### src/rtl/rotq_pkg.sv
package rotq_pkg;

    // Queue geometry
    localparam int data_w  = 8;
    localparam int depth   = 8;
    localparam int addr_w  = 3;

    // Occupancy and step values must reach depth itself
    localparam int count_w = 4;

    // Occupancy at which the queue reports full
    localparam logic [count_w-1:0] count_full = count_w'(depth);

    // Step counter reference values
    localparam logic [count_w-1:0] step_none = '0;
    localparam logic [count_w-1:0] step_one  = count_w'(1);

    // Controller states
    typedef enum logic [1:0] {
        st_idle = 2'b00,
        st_spin = 2'b01
    } rotq_state_t;

endpackage

### src/rtl/rotq_storage.sv
module rotq_storage
    import rotq_pkg::*;
(
    input  logic               clk,
    input  logic               rst_n,
    input  logic               push,
    input  logic [data_w-1:0]  push_data,
    input  logic               pop,
    input  logic               recirc,
    output logic [data_w-1:0]  head_data,
    output logic [count_w-1:0] count,
    output logic               full,
    output logic               empty
);

    // Entry array, addressed circularly by the two pointers
    logic [data_w-1:0] mem [depth];

    logic [addr_w-1:0]  wr_ptr;
    logic [addr_w-1:0]  rd_ptr;
    logic [count_w-1:0] occupancy;

    // Qualified operations
    logic do_push;
    logic do_pop;
    logic do_recirc;

    assign full  = (occupancy == count_full);
    assign empty = (occupancy == step_none);
    assign count = occupancy;

    // Head entry, forced to zero when nothing is stored
    assign head_data = empty ? '0 : mem[rd_ptr];

    // Full and empty checks live here, not in the controller
    assign do_recirc = recirc && !empty;
    assign do_push   = push && !full && !do_recirc;
    assign do_pop    = pop && !empty && !do_recirc && !push;

    // Entry writes
    always_ff @(posedge clk) begin
        if (do_recirc) begin
            // Head moves to the tail slot
            mem[wr_ptr] <= mem[rd_ptr];
        end else if (do_push) begin
            mem[wr_ptr] <= push_data;
        end
    end

    // Write pointer
    always_ff @(posedge clk or negedge rst_n) begin
        if (!rst_n) begin
            wr_ptr <= '0;
        end else if (do_recirc || do_push) begin
            // Wraps naturally at depth
            wr_ptr <= wr_ptr + addr_w'(1);
        end
    end

    // Read pointer
    always_ff @(posedge clk or negedge rst_n) begin
        if (!rst_n) begin
            rd_ptr <= '0;
        end else if (do_recirc || do_pop) begin
            rd_ptr <= rd_ptr + addr_w'(1);
        end
    end

    // Occupancy, untouched by a recirculation step
    always_ff @(posedge clk or negedge rst_n) begin
        if (!rst_n) begin
            occupancy <= '0;
        end else if (do_push) begin
            occupancy <= occupancy + step_one;
        end else if (do_pop) begin
            occupancy <= occupancy - step_one;
        end
    end

endmodule

### src/rtl/rotq_step_counter.sv
module rotq_step_counter
    import rotq_pkg::*;
(
    input  logic               clk,
    input  logic               rst_n,
    input  logic               load,
    input  logic [count_w-1:0] load_value,
    output logic               last
);

    // Steps still to run, including the current one
    logic [count_w-1:0] remaining;

    always_ff @(posedge clk or negedge rst_n) begin
        if (!rst_n) begin
            remaining <= step_none;
        end else if (load) begin
            remaining <= load_value;
        end else if (remaining != step_none) begin
            remaining <= remaining - step_one;
        end
    end

    // High during the final recirculation cycle
    assign last = (remaining == step_one);

endmodule

### src/rtl/rotq_ctrl.sv
module rotq_ctrl
    import rotq_pkg::*;
(
    input  logic               clk,
    input  logic               rst_n,
    input  logic               wr_en,
    input  logic               rd_en,
    input  logic               rotate_en,
    input  logic [addr_w-1:0]  rotate_amount,
    input  logic               rotate_right,
    input  logic [count_w-1:0] count,
    input  logic               last,
    output logic               push,
    output logic               pop,
    output logic               recirc,
    output logic               load,
    output logic [count_w-1:0] load_value,
    output logic               busy
);

    rotq_state_t state;
    rotq_state_t state_nxt;

    logic [count_w-1:0] amount_ext;
    logic               req_valid;

    assign amount_ext = count_w'(rotate_amount);

    // Nonzero and below the count, which also rules out an empty queue
    assign req_valid = rotate_en
                    && (amount_ext != step_none)
                    && (amount_ext < count);

    // Right by k equals left by count minus k
    assign load_value = rotate_right ? (count - amount_ext) : amount_ext;

    always_comb begin
        state_nxt = state;
        case (state)
            st_idle: begin
                if (req_valid) begin
                    state_nxt = st_spin;
                end
            end
            st_spin: begin
                // Last step runs in this cycle
                if (last) begin
                    state_nxt = st_idle;
                end
            end
            default: begin
                state_nxt = st_idle;
            end
        endcase
    end

    always_ff @(posedge clk or negedge rst_n) begin
        if (!rst_n) begin
            state <= st_idle;
        end else begin
            state <= state_nxt;
        end
    end

    assign busy = (state == st_spin);

    // Counter is loaded on the accepting edge
    assign load = (state == st_idle) && req_valid;

    // One head-to-tail move per spin cycle
    assign recirc = busy;

    // User strobes are dropped while spinning; a write wins over a read
    assign push = wr_en && !busy;
    assign pop  = rd_en && !busy && !push;

endmodule

### src/rtl/rotq_top.sv
module rotq_top
    import rotq_pkg::*;
(
    input  logic               clk,
    input  logic               rst_n,
    input  logic               wr_en,
    input  logic [data_w-1:0]  wr_data,
    output logic               full,
    input  logic               rd_en,
    output logic [data_w-1:0]  rd_data,
    output logic               empty,
    input  logic               rotate_en,
    input  logic [addr_w-1:0]  rotate_amount,
    input  logic               rotate_right,
    output logic [count_w-1:0] data_count,
    output logic               busy
);

    // Controller to storage
    logic push;
    logic pop;
    logic recirc;

    // Controller and step counter
    logic               load;
    logic [count_w-1:0] load_value;
    logic               last;

    // Occupancy, shared by the controller and the status port
    logic [count_w-1:0] count;

    assign data_count = count;

    rotq_ctrl u_ctrl (
        .clk           (clk),
        .rst_n         (rst_n),
        .wr_en         (wr_en),
        .rd_en         (rd_en),
        .rotate_en     (rotate_en),
        .rotate_amount (rotate_amount),
        .rotate_right  (rotate_right),
        .count         (count),
        .last          (last),
        .push          (push),
        .pop           (pop),
        .recirc        (recirc),
        .load          (load),
        .load_value    (load_value),
        .busy          (busy)
    );

    rotq_step_counter u_step_counter (
        .clk        (clk),
        .rst_n      (rst_n),
        .load       (load),
        .load_value (load_value),
        .last       (last)
    );

    rotq_storage u_storage (
        .clk       (clk),
        .rst_n     (rst_n),
        .push      (push),
        .push_data (wr_data),
        .pop       (pop),
        .recirc    (recirc),
        .head_data (rd_data),
        .count     (count),
        .full      (full),
        .empty     (empty)
    );

endmodule

### config.mk
export PLATFORM = sky130hd
export DESIGN_NAME = rotq_top
export DESIGN_NICKNAME = d
export VERILOG_FILES = /design/src/rtl/rotq_pkg.sv /design/src/rtl/rotq_storage.sv /design/src/rtl/rotq_step_counter.sv /design/src/rtl/rotq_ctrl.sv /design/src/rtl/rotq_top.sv
export SDC_FILE = /design/constraint.sdc
export NUM_CORES = 1
export LEC_CHECK = 0
export BUFFER_PORTS_ARGS = -buffer_cell sky130_fd_sc_hd__buf_2
export CORE_MARGIN = 2
export CORE_UTILIZATION = 50
export DETAILED_ROUTE_END_ITERATION = 10
export PLACE_DENSITY = 0.69
export SETUP_SLACK_MARGIN = 0.3
export SLEW_MARGIN = 0
export SYNTH_ARGS = -nofsm -noshare
export SYNTH_HDL_FRONTEND = slang
export SYNTH_SLANG_ARGS = --single-unit
### constraint.sdc
create_clock -name clk -period 5.96 [get_ports clk]
set_clock_uncertainty 0.2 [all_clocks]
set_input_delay 1.192 -clock clk [delete_from_list [all_inputs] [get_ports clk]]
set_output_delay 1.192 -clock clk [all_outputs]
set_load 0.01 [all_outputs]
* Yosys cells after proc, flatten, opt, wreduce, memory -nomap -nowiden
Memories as Yosys holds them, arrays and structs flattened.
Cells that the tools add are included.
W data, S select, Z words.
** Cells by class
- Add/sub/neg operators :: 6
- Shifts and indexed selects :: 0
- Reductions and logical operators :: 26
- Bitwise gates (word level) :: 1
- Multipliers :: 0
- Magnitude comparators :: 1
- Equality and inequality tests :: 5
- Divide/modulo/power cells :: 0
- Multiplexer cells :: 15
** Operators with widths (number)
- $mux W4 :: 5
- $mux W8 :: 2
- $logic_and A1 B1 Y1 :: 12
- $reduce_bool A4 Y1 :: 2
- $sub A4 B1 Y4 const B :: 2
- $add A3 B1 Y3 const B :: 2
- $logic_not A1 Y1 :: 5
- $mux W1 :: 5
- $add A4 B1 Y4 const B :: 1
- $eq A4 B1 Y1 const B :: 1
- $eq A4 B4 Y1 const B :: 1
- $logic_not A4 Y1 :: 1
- $lt A3 B4 Y1 :: 1
- $mux W2 :: 2
- $pmux W2 S2 :: 1
- $reduce_bool A2 Y1 :: 2
- $sub A4 B3 Y4 :: 1
- $eq A2 B1 Y1 const B :: 1
- $logic_not A2 Y1 :: 1
- $logic_or A1 B1 Y1 :: 2
- $ne A2 B1 Y1 const B :: 1
- $ne A2 B2 Y1 const B :: 1
- $reduce_and A2 Y1 :: 1
- $or A1 B1 Y1 :: 1
** Storage, ports and cells
- Flip-flop bits (word level) :: 16
- Bits in writable memories :: 64
- Bits in read-only memories :: 0
- Memories kept :: 1
- Bits in latches :: 0
- Output and inout bits :: 15
** Memory list
- u_storage.mem :: words 8, bits a word 8, rd ports 1, clocked after memory_dff 0, write ports 1, RTL line rotq_storage.sv:17 : logic [data_w-1:0] mem [depth];

* Logic depth before layout (Yosys ltp)
- Depth in word-level cells :: 10
- Mapped depth :: 9
- Gate-level depth less buffers :: 8

* Hierarchy
From an unflattened synthesis, not the netlist that was laid out.
** Second synthesis, totals
- Cells, all modules :: 264
- Area total of the unflattened synthesis :: 3769.9 µm²
** Modules (own cells, without submodules)
- rotq_storage :: area each 3248.1 µm², cells an instance 209, times used 1
- rotq_step_counter :: area each 265.3 µm², cells an instance 24, times used 1
- rotq_ctrl :: area each 256.5 µm², cells an instance 31, times used 1

* Worst setup path after synthesis
No wires, ideal clock.
- Path type :: in2reg
- Start point :: in wr_en
- End point :: mem u_storage.mem[0][0] (enable)
- Stages on the path :: 4
- Arrival :: 2287 ps
- Buffers on the path :: 0
- Path slack :: 3089 ps
- Cell sequence :: nor2_1 -> a21oi_1 -> nand2b_1 -> nor3_1
** Between the ends
- Longest elaborated chain between the ends :: 7
** Ends and longest elaborated chain
- from (decl) :: RTL line rotq_top.sv:6 : input logic wr_en,
- $logic_and A1 B1 Y1 :: RTL line rotq_ctrl.sv:74 : assign push = wr_en && !busy;
- $logic_and A1 B1 Y1 (2 in series) :: RTL line rotq_storage.sv:37 : assign do_push = push && !full && !do_recirc;
- $mux W1 :: RTL line rotq_storage.sv:45 : end else if (do_push) begin
- $mux W1 :: RTL line rotq_storage.sv:42 : if (do_recirc) begin
- $mux W1 (implied by the code) :: RTL line rotq_storage.sv:46 : mem[wr_ptr] <= push_data;
- $or A1 B1 Y1 (no line)
- to (decl) :: RTL line rotq_storage.sv:17
No other way between the ends.

* Final worst setup path
- Start point :: reg u_storage.rd_ptr[1]
- End point :: out rd_data[6]
** Between the ends
- Longest elaborated chain between the ends :: 2
** Ends and longest elaborated chain
- from (decl) :: RTL line rotq_storage.sv:20 : logic [addr_w-1:0] rd_ptr;
- from (signal assigned) :: RTL line rotq_storage.sv:65 : rd_ptr <= rd_ptr + addr_w'(1);
- $mem_v2 Z8 W8
- $mux W8 :: RTL line rotq_storage.sv:33 : assign head_data = empty ? '0 : mem[rd_ptr];
- to (decl) :: RTL line rotq_top.sv:10 : output logic [data_w-1:0] rd_data,
No other way between the ends.

==> flow_metrics.tcl <==
set metrics [dict create \
    yosysWarnings 0 \
    cts_tree "yes" \
    final_max_slew_viol_count 0 \
    critPathArrivalTime_ns 2.11 \
    cpMaxStageDelayCell "nor2b_1" \
    drive_gt1_frac 0.243 \
    rows 31 \
    grt-ovfl-total 0 \
    holdPathStages 1 \
    die_w_um 89.9 \
    multiInputGateArea_sq_mm 0.00129 \
    hold_viol 0 \
    gp_congestion 0.827 \
    synth_area_sq_mm 0.00369 \
    filler_cell_count 602 \
    seqCellArea_sq_mm 0.00230 \
    nets 324 \
    synth_top_area_cell "edfxtp_1" \
    critPathCaptureType "output port" \
    startpoint "u_storage.rd_ptr[1]" \
    worst-path-buf-inv 1 \
    synth_nets 291 \
    n_antenna_cell 0 \
    cts-buffers-inserted 9 \
    routed_wl_mm 6.74 \
    htree_levels 3 \
    area_growth_pct 12.7 \
    post-cts-setup-buffers 0 \
    netlist.area_leader.share 0.521 \
    die_y_um 89.9 \
    clock_latency_ns 0.34 \
    synthArstFlopShare 0.190 \
    ir_drop_v 0.000263 \
    wl_per_cell_um 16.9 \
    synthTopCellsByArea "edfxtp_1 (52%), dfrtp_1 (10%), mux2i_1 (7.0%), mux2_2 (4.9%), ha_1 (3.4%)" \
    io_buffers 31 \
    max_cap_viol_count 0 \
    core_area_sq_mm 0.00721 \
    dieArea_sq_mm 0.00809 \
    pin_count 32 \
    cts.reportedPaths.clkPinSlew_ns 0.08 \
    start_util 0.512 \
    hp-class "reg -> reg" \
    grt_max_degree 35 \
    whs_endpoint "u_storage.wr_ptr[0]" \
    crit_family "simple AND/OR/NAND/NOR gates" \
    avgSynthCellArea_sq_um 14.1 \
    ant_nets 0 \
    r2r_start "u_storage.count[1]" \
    crit_type "reg -> out" \
    reg2reg_depth 8 \
    yosys_most_used_dff "edfxtp_1" \
    first_pass_iters 4 \
    start_kind "register" \
    setup_viol 0 \
    path_max_fanout 9 \
    layout_min_cycle_time_ns 3.50 \
    grt_usage 0.176 \
    antenna_found_initial 0 \
    cts_resized 0 \
    wl_met1_mm 3.04 \
    period_share 0.588 \
    fmax_mhz 285 \
    met3WireLength_um 300 \
    totalPowerFinal_uw 2600 \
    hold_path.startpoint "u_storage.wr_ptr[0]" \
    top_layer "met4" \
    drt_iter0_markers 148 \
    path_cells "nor2b_1 > a22oi_1 > o211ai_1 > nor2_1 > buf_2" \
    dr_wl_met2_mm 3.31 \
    clockBufferDepth 2 \
    finalSetupTns_ns 0 \
    dp_hpwl_mm 4.59 \
    reg2reg_to "u_storage.count[3]" \
    synth-seq-cells 79 \
    required_ns 4.57 \
    synth_edf_count 64 \
    rsz0062_at_grt "no" \
    status "finished clean" \
    power_density_mw_per_mm2 624 \
    grt_pass1_vias 2155 \
    cts_root_buf "clkbuf_8" \
    synth.distinct_cells 40 \
    viasPerCell 5.41 \
    cpPeakStageDelay_ns 0.62 \
    ys_seq_area_frac 0.622 \
    grt_pass1_wl_mm 10.9 \
    vias 2158 \
    relSlewSlack 0.276 \
    synthCells 262 \
    ctsHoldBuffers 0 \
    reg2reg_slack_ns 3.13 \
    cts.sinks 79 \
    drc 0 \
    tightest_slew_ns 1.08 \
    p_leak_uw 0.00157 \
]
## layout make-up
| cell class | instances | area share |
|---|---|---|
| clock buffers | 10 | 0.0307 |
| inverters | 9 | 0.00872 |
| repair buffers | 33 | 0.0409 |
| clock inverters | 6 | 0.0283 |
| well taps | 99 | 0.0298 |
| flip-flops and latches | 79 | 0.552 |
| multi-input cells | 163 | 0.310 |
## Yosys cell counts (7+ instances only)
master and instances:
a21oi_1 7, mux2i_1 26, mux2_2 16, a22oi_1 8, nand2_1 18, o21ai_0 11
nor2_1 17, ha_1 10, dfrtp_1 15, inv_1 8, edfxtp_1 64
## cells by family (layout without fill, tap and decap cells)
| kind of cell | after synthesis | after routing | share of synthesized area |
|---|---|---|---|
| mux | 43 | 43 | 0.123 |
| fa+ha+maj | 12 | 12 | 0.0447 |
| buf+inv | 20 | 58 | 0.0288 |
| flops | 79 | 79 | 0.622 |
| compound gates | 40 | 40 | 0.0715 |
| simple gates | 58 | 58 | 0.0857 |
| xor+xnor | 10 | 10 | 0.0237 |
## worst max-delay path by stage
stage | endpoint | slack (ns) | cells past startpoint
floorplan | u_storage.mem[0][0] | 3.09 | 4
global placement | u_storage.mem[1][3] | 2.68 | 5
detailed placement | u_storage.count[3] | 2.57 | 8
CTS | rd_data[6] | 2.45 | 5
global route | rd_data[6] | 2.37 | 5
finish | rd_data[6] | 2.46 | 5
## power breakdown
group / internal [uW] / switching (uW) / leakage, uW
sequential: 956 / 130 / 0.000758
combinational: 408 / 625 / 0.000693
clock: 282 / 197 / 0.000119
## cells in the final DEF (no fill, tap or decap), types with 3 or more instances in the layout
cell type,synthesis,layout
nor3_1,4,4
dfrtp_1,15,15
inv_1,8,8
mux2i_1,26,26
o221ai_1,5,5
buf_2,4,31
mux2_2,16,16
o211ai_1,3,3
nand2b_1,5,5
o21ai_0,11,11
a22oi_1,8,8
clkbuf_8,0,9
a21oi_1,7,7
nand2_1,18,18
edfxtp_1,64,64
ha_1,10,10
xor2_1,5,5
nand3_1,3,3
bufinv_16,0,3
nor2_1,17,17
xnor2_1,5,5
## routing by layer
metal,GRT usage,up-vias
li1,-,1038
met1,0.245,1076
met2,0.277,38
met3,0.0436,6
met4,0.0538,0
met5,0,-
## registers in the layout, summed over array words and instances (netlist names)
register	count
u_ctrl.state	1
u_step_counter.remaining	4
u_storage.rd_ptr	3
u_storage.mem	64
u_storage.wr_ptr	3
u_storage.count	4
## per-stage QoR
| stage | utilization | std cells | worst slack, ns | hold slack [ns] | instance area [sq um] |
|---|---|---|---|---|---|
| after global routing | 0.577 | 399 | 2.37 | 0.352 | 4160 |
| after CTS | 0.577 | 399 | 2.45 | 0.324 | 4160 |
| final | 0.577 | 399 | 2.46 | 0.323 | 4160 |
| after global placement | 0.543 | 383 | 2.68 | 0.308 | 3920 |
| after floorplan | - | 262 | 3.09 | 0.280 | 3690 |
| after detailed placement | 0.543 | 383 | 2.57 | 0.309 | 3920 |
(Power assumes the default switching activity.)
